`src/axi4s_pipe_pkg.sv`:
```
package axi4s_pipe_pkg;

    // Default AXI4-Stream field widths
    localparam int AXIS_DATA_BYTE_WID_DEFAULT = 4;
    localparam int AXIS_TID_WID_DEFAULT       = 2;
    localparam int AXIS_TDEST_WID_DEFAULT     = 3;
    localparam int AXIS_TUSER_WID_DEFAULT     = 4;

    // Stages always present in each direction
    localparam int PIPE_FIXED_STAGES    = 2;
    // Upper bound on added stages per direction
    localparam int PIPE_MAX_AUTO_STAGES = 11;

    // Width of the packed payload carried through the pipeline
    // tdata (8 bits/byte) + tkeep (1 bit/byte) + tlast + sideband fields
    function automatic int payload_wid(
        input int data_byte_wid,
        input int tid_wid,
        input int tdest_wid,
        input int tuser_wid
    );
        return data_byte_wid*9 + 1 + tid_wid + tdest_wid + tuser_wid;
    endfunction

    // Elastic buffer depth for a given round trip
    // Must cover every beat in flight, rounded up to a power of two
    function automatic int fifo_depth(
        input int fwd_stages,
        input int rev_stages
    );
        int n;
        n = fwd_stages + rev_stages + 2;
        return 2**$clog2(n);
    endfunction

endpackage : axi4s_pipe_pkg

```
`src/axi4s_pipe_auto.sv`:
```
`timescale 1ns/1ps

module axi4s_pipe_auto #(
    parameter int DATA_BYTE_WID   = axi4s_pipe_pkg::AXIS_DATA_BYTE_WID_DEFAULT,
    parameter int TID_WID         = axi4s_pipe_pkg::AXIS_TID_WID_DEFAULT,
    parameter int TDEST_WID       = axi4s_pipe_pkg::AXIS_TDEST_WID_DEFAULT,
    parameter int TUSER_WID       = axi4s_pipe_pkg::AXIS_TUSER_WID_DEFAULT,
    parameter int FWD_AUTO_STAGES = 0,
    parameter int REV_AUTO_STAGES = 0,
    parameter bit IGNORE_TREADY   = 1'b0
) (
    input  logic                       aclk,
    input  logic                       arst_n,
    // Input stream
    input  logic                       in_tvalid,
    output logic                       in_tready,
    input  logic [DATA_BYTE_WID*8-1:0] in_tdata,
    input  logic [DATA_BYTE_WID-1:0]   in_tkeep,
    input  logic                       in_tlast,
    input  logic [TID_WID-1:0]         in_tid,
    input  logic [TDEST_WID-1:0]       in_tdest,
    input  logic [TUSER_WID-1:0]       in_tuser,
    // Output stream
    output logic                       out_tvalid,
    input  logic                       out_tready,
    output logic [DATA_BYTE_WID*8-1:0] out_tdata,
    output logic [DATA_BYTE_WID-1:0]   out_tkeep,
    output logic                       out_tlast,
    output logic [TID_WID-1:0]         out_tid,
    output logic [TDEST_WID-1:0]       out_tdest,
    output logic [TUSER_WID-1:0]       out_tuser
);
    import axi4s_pipe_pkg::*;

    localparam int PAYLOAD_WID = payload_wid(DATA_BYTE_WID, TID_WID, TDEST_WID, TUSER_WID);

    // Added stages are capped at what the pipeline supports
    localparam int FWD_AUTO = (FWD_AUTO_STAGES > PIPE_MAX_AUTO_STAGES) ?
                              PIPE_MAX_AUTO_STAGES : FWD_AUTO_STAGES;
    localparam int REV_AUTO = (REV_AUTO_STAGES > PIPE_MAX_AUTO_STAGES) ?
                              PIPE_MAX_AUTO_STAGES : REV_AUTO_STAGES;

    localparam int FWD_STAGES = PIPE_FIXED_STAGES + FWD_AUTO;
    localparam int REV_STAGES = PIPE_FIXED_STAGES + REV_AUTO;

    logic [PAYLOAD_WID-1:0] in_payload;
    logic [PAYLOAD_WID-1:0] out_payload;

    // Pack fields with tdata in the low bits
    assign in_payload = {in_tuser, in_tdest, in_tid, in_tlast, in_tkeep, in_tdata};

    bus_pipe_auto #(
        .DATA_WID     ( PAYLOAD_WID ),
        .FWD_STAGES   ( FWD_STAGES ),
        .REV_STAGES   ( REV_STAGES ),
        .IGNORE_READY ( IGNORE_TREADY )
    ) i_bus_pipe_auto (
        .aclk      ( aclk ),
        .arst_n    ( arst_n ),
        .in_valid  ( in_tvalid ),
        .in_ready  ( in_tready ),
        .in_data   ( in_payload ),
        .out_valid ( out_tvalid ),
        .out_ready ( out_tready ),
        .out_data  ( out_payload )
    );

    // Unpack in the same order
    assign {out_tuser, out_tdest, out_tid, out_tlast, out_tkeep, out_tdata} = out_payload;

endmodule : axi4s_pipe_auto

```
`src/bus_pipe_auto.sv`:
```
`timescale 1ns/1ps

module bus_pipe_auto #(
    parameter int DATA_WID     = 32,
    parameter int FWD_STAGES   = axi4s_pipe_pkg::PIPE_FIXED_STAGES,
    parameter int REV_STAGES   = axi4s_pipe_pkg::PIPE_FIXED_STAGES,
    parameter bit IGNORE_READY = 1'b0
) (
    input  logic                aclk,
    input  logic                arst_n,
    // Upstream side
    input  logic                in_valid,
    output logic                in_ready,
    input  logic [DATA_WID-1:0] in_data,
    // Downstream side
    output logic                out_valid,
    input  logic                out_ready,
    output logic [DATA_WID-1:0] out_data
);
    import axi4s_pipe_pkg::*;

    localparam int FIFO_DEPTH   = fifo_depth(FWD_STAGES, REV_STAGES);
    // One more than the beats that can still land after space drops
    localparam int SPACE_THRESH = FWD_STAGES + REV_STAGES + 1;

    logic                in_accept;
    logic [FWD_STAGES-1:0] fwd_valid;
    logic [DATA_WID-1:0] fwd_data [FWD_STAGES];

    // Only beats that completed the input handshake enter the chain
    assign in_accept = in_valid && in_ready;

    // Forward valid chain that never stalls
    always_ff @(posedge aclk or negedge arst_n)
    begin
        if (!arst_n)
        begin
            fwd_valid <= '0;
        end
        else
        begin
            fwd_valid[0] <= in_accept;
            for (int i = 1; i < FWD_STAGES; i++)
            begin
                fwd_valid[i] <= fwd_valid[i-1];
            end
        end
    end

    // Forward payload chain
    always_ff @(posedge aclk)
    begin
        fwd_data[0] <= in_data;
        for (int i = 1; i < FWD_STAGES; i++)
        begin
            fwd_data[i] <= fwd_data[i-1];
        end
    end

    generate
        if (IGNORE_READY)
        begin : g_no_fifo
            // Sink never stalls, so the tail of the chain is the output
            assign in_ready  = 1'b1;
            assign out_valid = fwd_valid[FWD_STAGES-1];
            assign out_data  = fwd_data[FWD_STAGES-1];
        end
        else
        begin : g_fifo
            logic                  space;
            logic [REV_STAGES-1:0] rev_ready;

            // Reverse ready chain is low out of reset
            always_ff @(posedge aclk or negedge arst_n)
            begin
                if (!arst_n)
                begin
                    rev_ready <= '0;
                end
                else
                begin
                    rev_ready[0] <= space;
                    for (int i = 1; i < REV_STAGES; i++)
                    begin
                        rev_ready[i] <= rev_ready[i-1];
                    end
                end
            end

            assign in_ready = rev_ready[REV_STAGES-1];

            // Absorbs everything still in flight when the sink stalls
            bus_pipe_fifo #(
                .DATA_WID     ( DATA_WID ),
                .DEPTH        ( FIFO_DEPTH ),
                .SPACE_THRESH ( SPACE_THRESH )
            ) i_bus_pipe_fifo (
                .aclk     ( aclk ),
                .arst_n   ( arst_n ),
                .wr_valid ( fwd_valid[FWD_STAGES-1] ),
                .wr_data  ( fwd_data[FWD_STAGES-1] ),
                .rd_ready ( out_ready ),
                .rd_valid ( out_valid ),
                .rd_data  ( out_data ),
                .space    ( space )
            );
        end
    endgenerate

endmodule : bus_pipe_auto

```
`src/bus_pipe_fifo.sv`:
```
`timescale 1ns/1ps

module bus_pipe_fifo #(
    parameter int DATA_WID     = 32,
    parameter int DEPTH        = 8,
    parameter int SPACE_THRESH = 5
) (
    input  logic                aclk,
    input  logic                arst_n,
    // Write side without back-pressure
    input  logic                wr_valid,
    input  logic [DATA_WID-1:0] wr_data,
    // Read side
    input  logic                rd_ready,
    output logic                rd_valid,
    output logic [DATA_WID-1:0] rd_data,
    // Early room indication for the reverse path
    output logic                space
);
    localparam int PTR_WID = $clog2(DEPTH);
    localparam int CNT_WID = $clog2(DEPTH) + 2;

    logic [DATA_WID-1:0] mem [DEPTH];

    logic [PTR_WID-1:0] wr_ptr;
    logic [PTR_WID-1:0] rd_ptr;
    logic [CNT_WID-1:0] count;
    logic [CNT_WID-1:0] count_nxt;
    logic [CNT_WID-1:0] occ_nxt;

    logic load_out;
    logic mem_empty;
    logic bypass;
    logic push_mem;
    logic pop_mem;
    logic rd_valid_nxt;
    logic space_nxt;

    // Output register can take a new entry when empty or being consumed
    assign load_out  = !rd_valid || rd_ready;
    assign mem_empty = (count == '0);

    // Write goes straight to the output register when nothing older is stored
    assign bypass   = load_out && mem_empty && wr_valid;
    assign push_mem = wr_valid && !bypass;
    assign pop_mem  = load_out && !mem_empty;

    assign rd_valid_nxt = load_out ? (!mem_empty || wr_valid) : rd_valid;

    always_comb
    begin
        count_nxt = count + CNT_WID'(push_mem) - CNT_WID'(pop_mem);
        // Occupancy includes the beat held in the output register
        occ_nxt   = count_nxt + CNT_WID'(rd_valid_nxt);
    end

    assign space_nxt = (int'(occ_nxt) + SPACE_THRESH) <= DEPTH;

    // Storage array
    always_ff @(posedge aclk)
    begin
        if (push_mem)
        begin
            mem[wr_ptr] <= wr_data;
        end
    end

    // Pointers, count and status
    always_ff @(posedge aclk or negedge arst_n)
    begin
        if (!arst_n)
        begin
            wr_ptr   <= '0;
            rd_ptr   <= '0;
            count    <= '0;
            rd_valid <= 1'b0;
            space    <= 1'b0;
        end
        else
        begin
            if (push_mem)
            begin
                wr_ptr <= wr_ptr + PTR_WID'(1);
            end
            if (pop_mem)
            begin
                rd_ptr <= rd_ptr + PTR_WID'(1);
            end
            count    <= count_nxt;
            rd_valid <= rd_valid_nxt;
            space    <= space_nxt;
        end
    end

    // Registered head of the buffer
    always_ff @(posedge aclk)
    begin
        if (pop_mem)
        begin
            rd_data <= mem[rd_ptr];
        end
        else if (bypass)
        begin
            rd_data <= wr_data;
        end
    end

endmodule : bus_pipe_fifo

```
`config.mk`:
```
export PLATFORM = sky130hd
export DESIGN_NAME = axi4s_pipe_auto
export DESIGN_NICKNAME = d
export VERILOG_FILES = /design/src/axi4s_pipe_pkg.sv /design/src/axi4s_pipe_auto.sv /design/src/bus_pipe_auto.sv /design/src/bus_pipe_fifo.sv
export SDC_FILE = /design/constraint.sdc
export NUM_CORES = 1
export LEC_CHECK = 0
export BUFFER_PORTS_ARGS = -buffer_cell sky130_fd_sc_hd__buf_2
export CAP_MARGIN = 0
export CORE_MARGIN = 8
export CORE_UTILIZATION = 35
export CTS_CLUSTER_DIAMETER = 200
export DETAILED_ROUTE_END_ITERATION = 6
export HOLD_SLACK_MARGIN = 0.03
export PLACE_DENSITY_LB_ADDON = 0.12
export SYNTH_ARGS = -nofsm -noshare
export SYNTH_HDL_FRONTEND = slang
export SYNTH_HIERARCHICAL = 1
export SYNTH_SLANG_ARGS = --single-unit
```
`constraint.sdc`:
```
create_clock -name aclk -period 5.2 [get_ports aclk]
set_input_delay 0.78 -clock aclk [delete_from_list [all_inputs] [get_ports aclk]]
set_output_delay 0.78 -clock aclk [all_outputs]
set_load 0.01 [all_outputs]
```
==> qor.yml <==
cells_and_area:
  num-nets-final: 1052
  diodes: 0
  drive_above_1_share_pct: 29.9
  final_util_pct: 41.4
  syn2layout_area_growth_pct: 17.8
pwr:
  power_density_nw_per_um2: 527
  power.total_uw: 11400
  irDropWorstVdd_mv: 0.254
  p_leak_uw: 0.00737
grt:
  grt_max_degree: 54
  grt_pass1_vias: 8931
  grt_pass1_wl_mm: 56.6
  grt_usage_pct: 12.4
  grt.overflow.total: 0
  antenna_found_initial: 2
timing:
  rsz0062_at_grt: "false"
  tns_ps: 0
  clock_skew_ps: 14.8
  post-route-min-period_ps: 3240
  finalCritPeriodShare_pct: 62.4
  slew_headroom_pct: 40.2
  final_hold_viol_count: 0
  slew_viol_final: 0
  fmax_mhz: 308
  finalSetupViolations: 0
  worst_slew_pin_slew_ps: 895
logic_synthesis:
  synthAdderAreaFrac_pct: 0.791
  yosys_warnings: 6
  synth_top_cell_by_area: "edfxtp_1"
  muxShareOfSynthArea_pct: 14.0
  syn_inst: 853
  synth_top_area_share_pct: 67.8
  post-synth-top-count-cell: "edfxtp_1"
  async_flop_share_pct: 3.25
  syn_nets: 914
  synth_compound_area_share_pct: 1.58
  ys_seq_elements: 523
  synth-simple-area-share_pct: 1.86
  synth_edf_count: 414
  synth_area_leaders: "edfxtp_1, mux4_2, dfxtp_1, mux2i_1, dfrtp_1"
  syn_area_per_cell_um2: 21.5
  yosys.area_share.xor_xnor_pct: 0.334
  yosysSeqAreaShare_pct: 80.2
  ys.flop_type: "edfxtp_1"
  syn_area_um2: 18300
  ys_types: 32
  synth_top_family_by_area: "multiplexers"
  synthTopCellsByCount: "edfxtp_1, dfxtp_1, mux4_2, nor2_1, a21oi_1"
outcome:
  status: "completed"
floorplanning:
  die_w_um: 245
  coreArea_um2: 52100
  die_h_um: 245
  initial_core_util_pct: 35.2
  rows: 84
  io_pins: 98
  dieArea_um2: 60000
placed_design:
  io_buffers: 97
  dp_hpwl_mm: 19.6
  gp_congestion: 0.672
detailed_routing:
  ant_nets: 0
  wl_per_cell_um: 21.2
  drc_errors: 0
  num_vias: 7979
  viasPerCell: 4.62
  drt_pass1_iterations: 4
  drt-initial-drc-count: 552
  routed_wl_mm: 36.7
worst_setup_path:
  timing_worst_setup_path_type: "reg -> reg"
  start_kind: "flop"
  cp-end-kind: "flop"
  crit_fanout: 5
  worstPathRequired_ps: 5710
  cp.arrival_ps: 3750
  reg2reg_slack_ps: 1960
clock_tree:
  cts_buffers: 56
  htree_levels: 2
  cts_tree: "yes"
  post_cts_buffers: 0
  hold_buffers: 0
  cts_sinks: 523
  cts-root-buf: "clkbuf_16"
  ctsResizeCount: 0
  cts.clk_slew.worst_paths_ps: 60
  cts_buffer_depth: 3
  clk_latency_ps: 600
hold_path:
  worstHoldPathType: "in -> async"
run:
  max_cap_viol_count: 0
## cells in the final DEF (no fill, tap or decap), types with 10 or more instances in the layout
master and count:
a21oi_1 49, buf_2 97, buf_4 16, clkbuf_1 15, clkbuf_16 58, clkbuf_8 10, dfrtp_1 14, dfxtp_1 92
edfxtp_1 414, ha_1 10, mux2i_1 47, mux4_2 92, nor2_1 46
## where the power goes
part	internal, uW	switching [uW]
sequential	4880	399
clock	2390	1600
combinational	1130	997
## worst max-delay path, stage by stage, from the launching register on
cell and delay [ps]:
dfrtp_1 380, inv_1 90, ha_1 150, nor4b_4 280
nand2_1 170, nand2_1 160, ha_1 240, inv_1 60
ha_1 170, fa_1 480, ha_1 250, or2_2 290
a211o_1 280, mux2i_1 140
## final cells by class
cell class	instances	area, um2
fillers	4680	30500
flip-flops and latches	523	14700
multi-input cells	288	3460
clock buffers	83	1650
well taps	688	861
repair buffers	115	646
clock inverters	22	244
inverters	7	26.3
## metal layers
metal / GRT usage, % / up-vias / wire (um)
li1: - / 3695 / -
met1: 16.6 / 4090 / 16600
met2: 20.3 / 146 / 17800
met3: 2.48 / 48 / 1520
met4: 4.10 / 0 / 731
met5: 0 / - / 0
## registers in the layout, indices dropped and copies added (netlist names)
signal / cells
i_bus_pipe_auto/g_fifo.i_bus_pipe_fifo/wr_ptr: 3
i_bus_pipe_auto/g_fifo.i_bus_pipe_fifo/space: 1
i_bus_pipe_auto/g_fifo.i_bus_pipe_fifo/mem: 368
i_bus_pipe_auto/g_fifo.i_bus_pipe_fifo/rd_valid: 1
i_bus_pipe_auto/g_fifo.i_bus_pipe_fifo/rd_data: 46
i_bus_pipe_auto/g_fifo.i_bus_pipe_fifo/rd_ptr: 3
i_bus_pipe_auto/g_fifo.rev_ready: 2
i_bus_pipe_auto/g_fifo.i_bus_pipe_fifo/count: 5
i_bus_pipe_auto/fwd_valid: 2
i_bus_pipe_auto/fwd_data: 92
## final timing paths
kind                                                                      startpoint                                                      endpoint  depth (start not counted)
min in group aclk                                                       in_tdata[28]                       i_bus_pipe_auto/fwd_data[0][28]$_DFF_P_                          1
max in group asynchronous                                                     arst_n  i_bus_pipe_auto/g_fifo.i_bus_pipe_fifo/rd_ptr[2]$_DFFE_PN0N_                          1
min reg2reg                                   i_bus_pipe_auto/fwd_data[0][7]$_DFF_P_                       i_bus_pipe_auto/fwd_data[0][53]$_DFF_P_                          0
max                        i_bus_pipe_auto/g_fifo.i_bus_pipe_fifo/count[2]$_DFF_PN0_        i_bus_pipe_auto/g_fifo.i_bus_pipe_fifo/space$_DFF_PN0_                         13
min                                                                           arst_n     i_bus_pipe_auto/g_fifo.i_bus_pipe_fifo/count[4]$_DFF_PN0_                          1
max reg2reg                i_bus_pipe_auto/g_fifo.i_bus_pipe_fifo/count[2]$_DFF_PN0_        i_bus_pipe_auto/g_fifo.i_bus_pipe_fifo/space$_DFF_PN0_                         13
## cell families (layout without fill, tap and decap cells)
| kind of cell | Yosys count | in the layout |
|---|---|---|
| flops | 523 | 523 |
| xor+xnor | 7 | 7 |
| compound gates | 54 | 54 |
| simple gates | 75 | 75 |
| fa+ha+maj | 11 | 11 |
| mux | 141 | 141 |
| buf+inv | 42 | 227 |
## stage by stage
stage / cell area (um2) / setup slack [ps] / instances / hold slack [ps]
after global placement: 19700 / 1810 / 1621 / 310
after detailed placement: 19700 / 1780 / 1621 / 312
after floorplan: 18300 / 350 / 853 / 310
after CTS: 21600 / 1930 / 1726 / 67.5
final: 21600 / 1960 / 1726 / 99.5
after global routing: 21600 / 1740 / 1726 / 99.5
(Power assumes the default switching activity.)
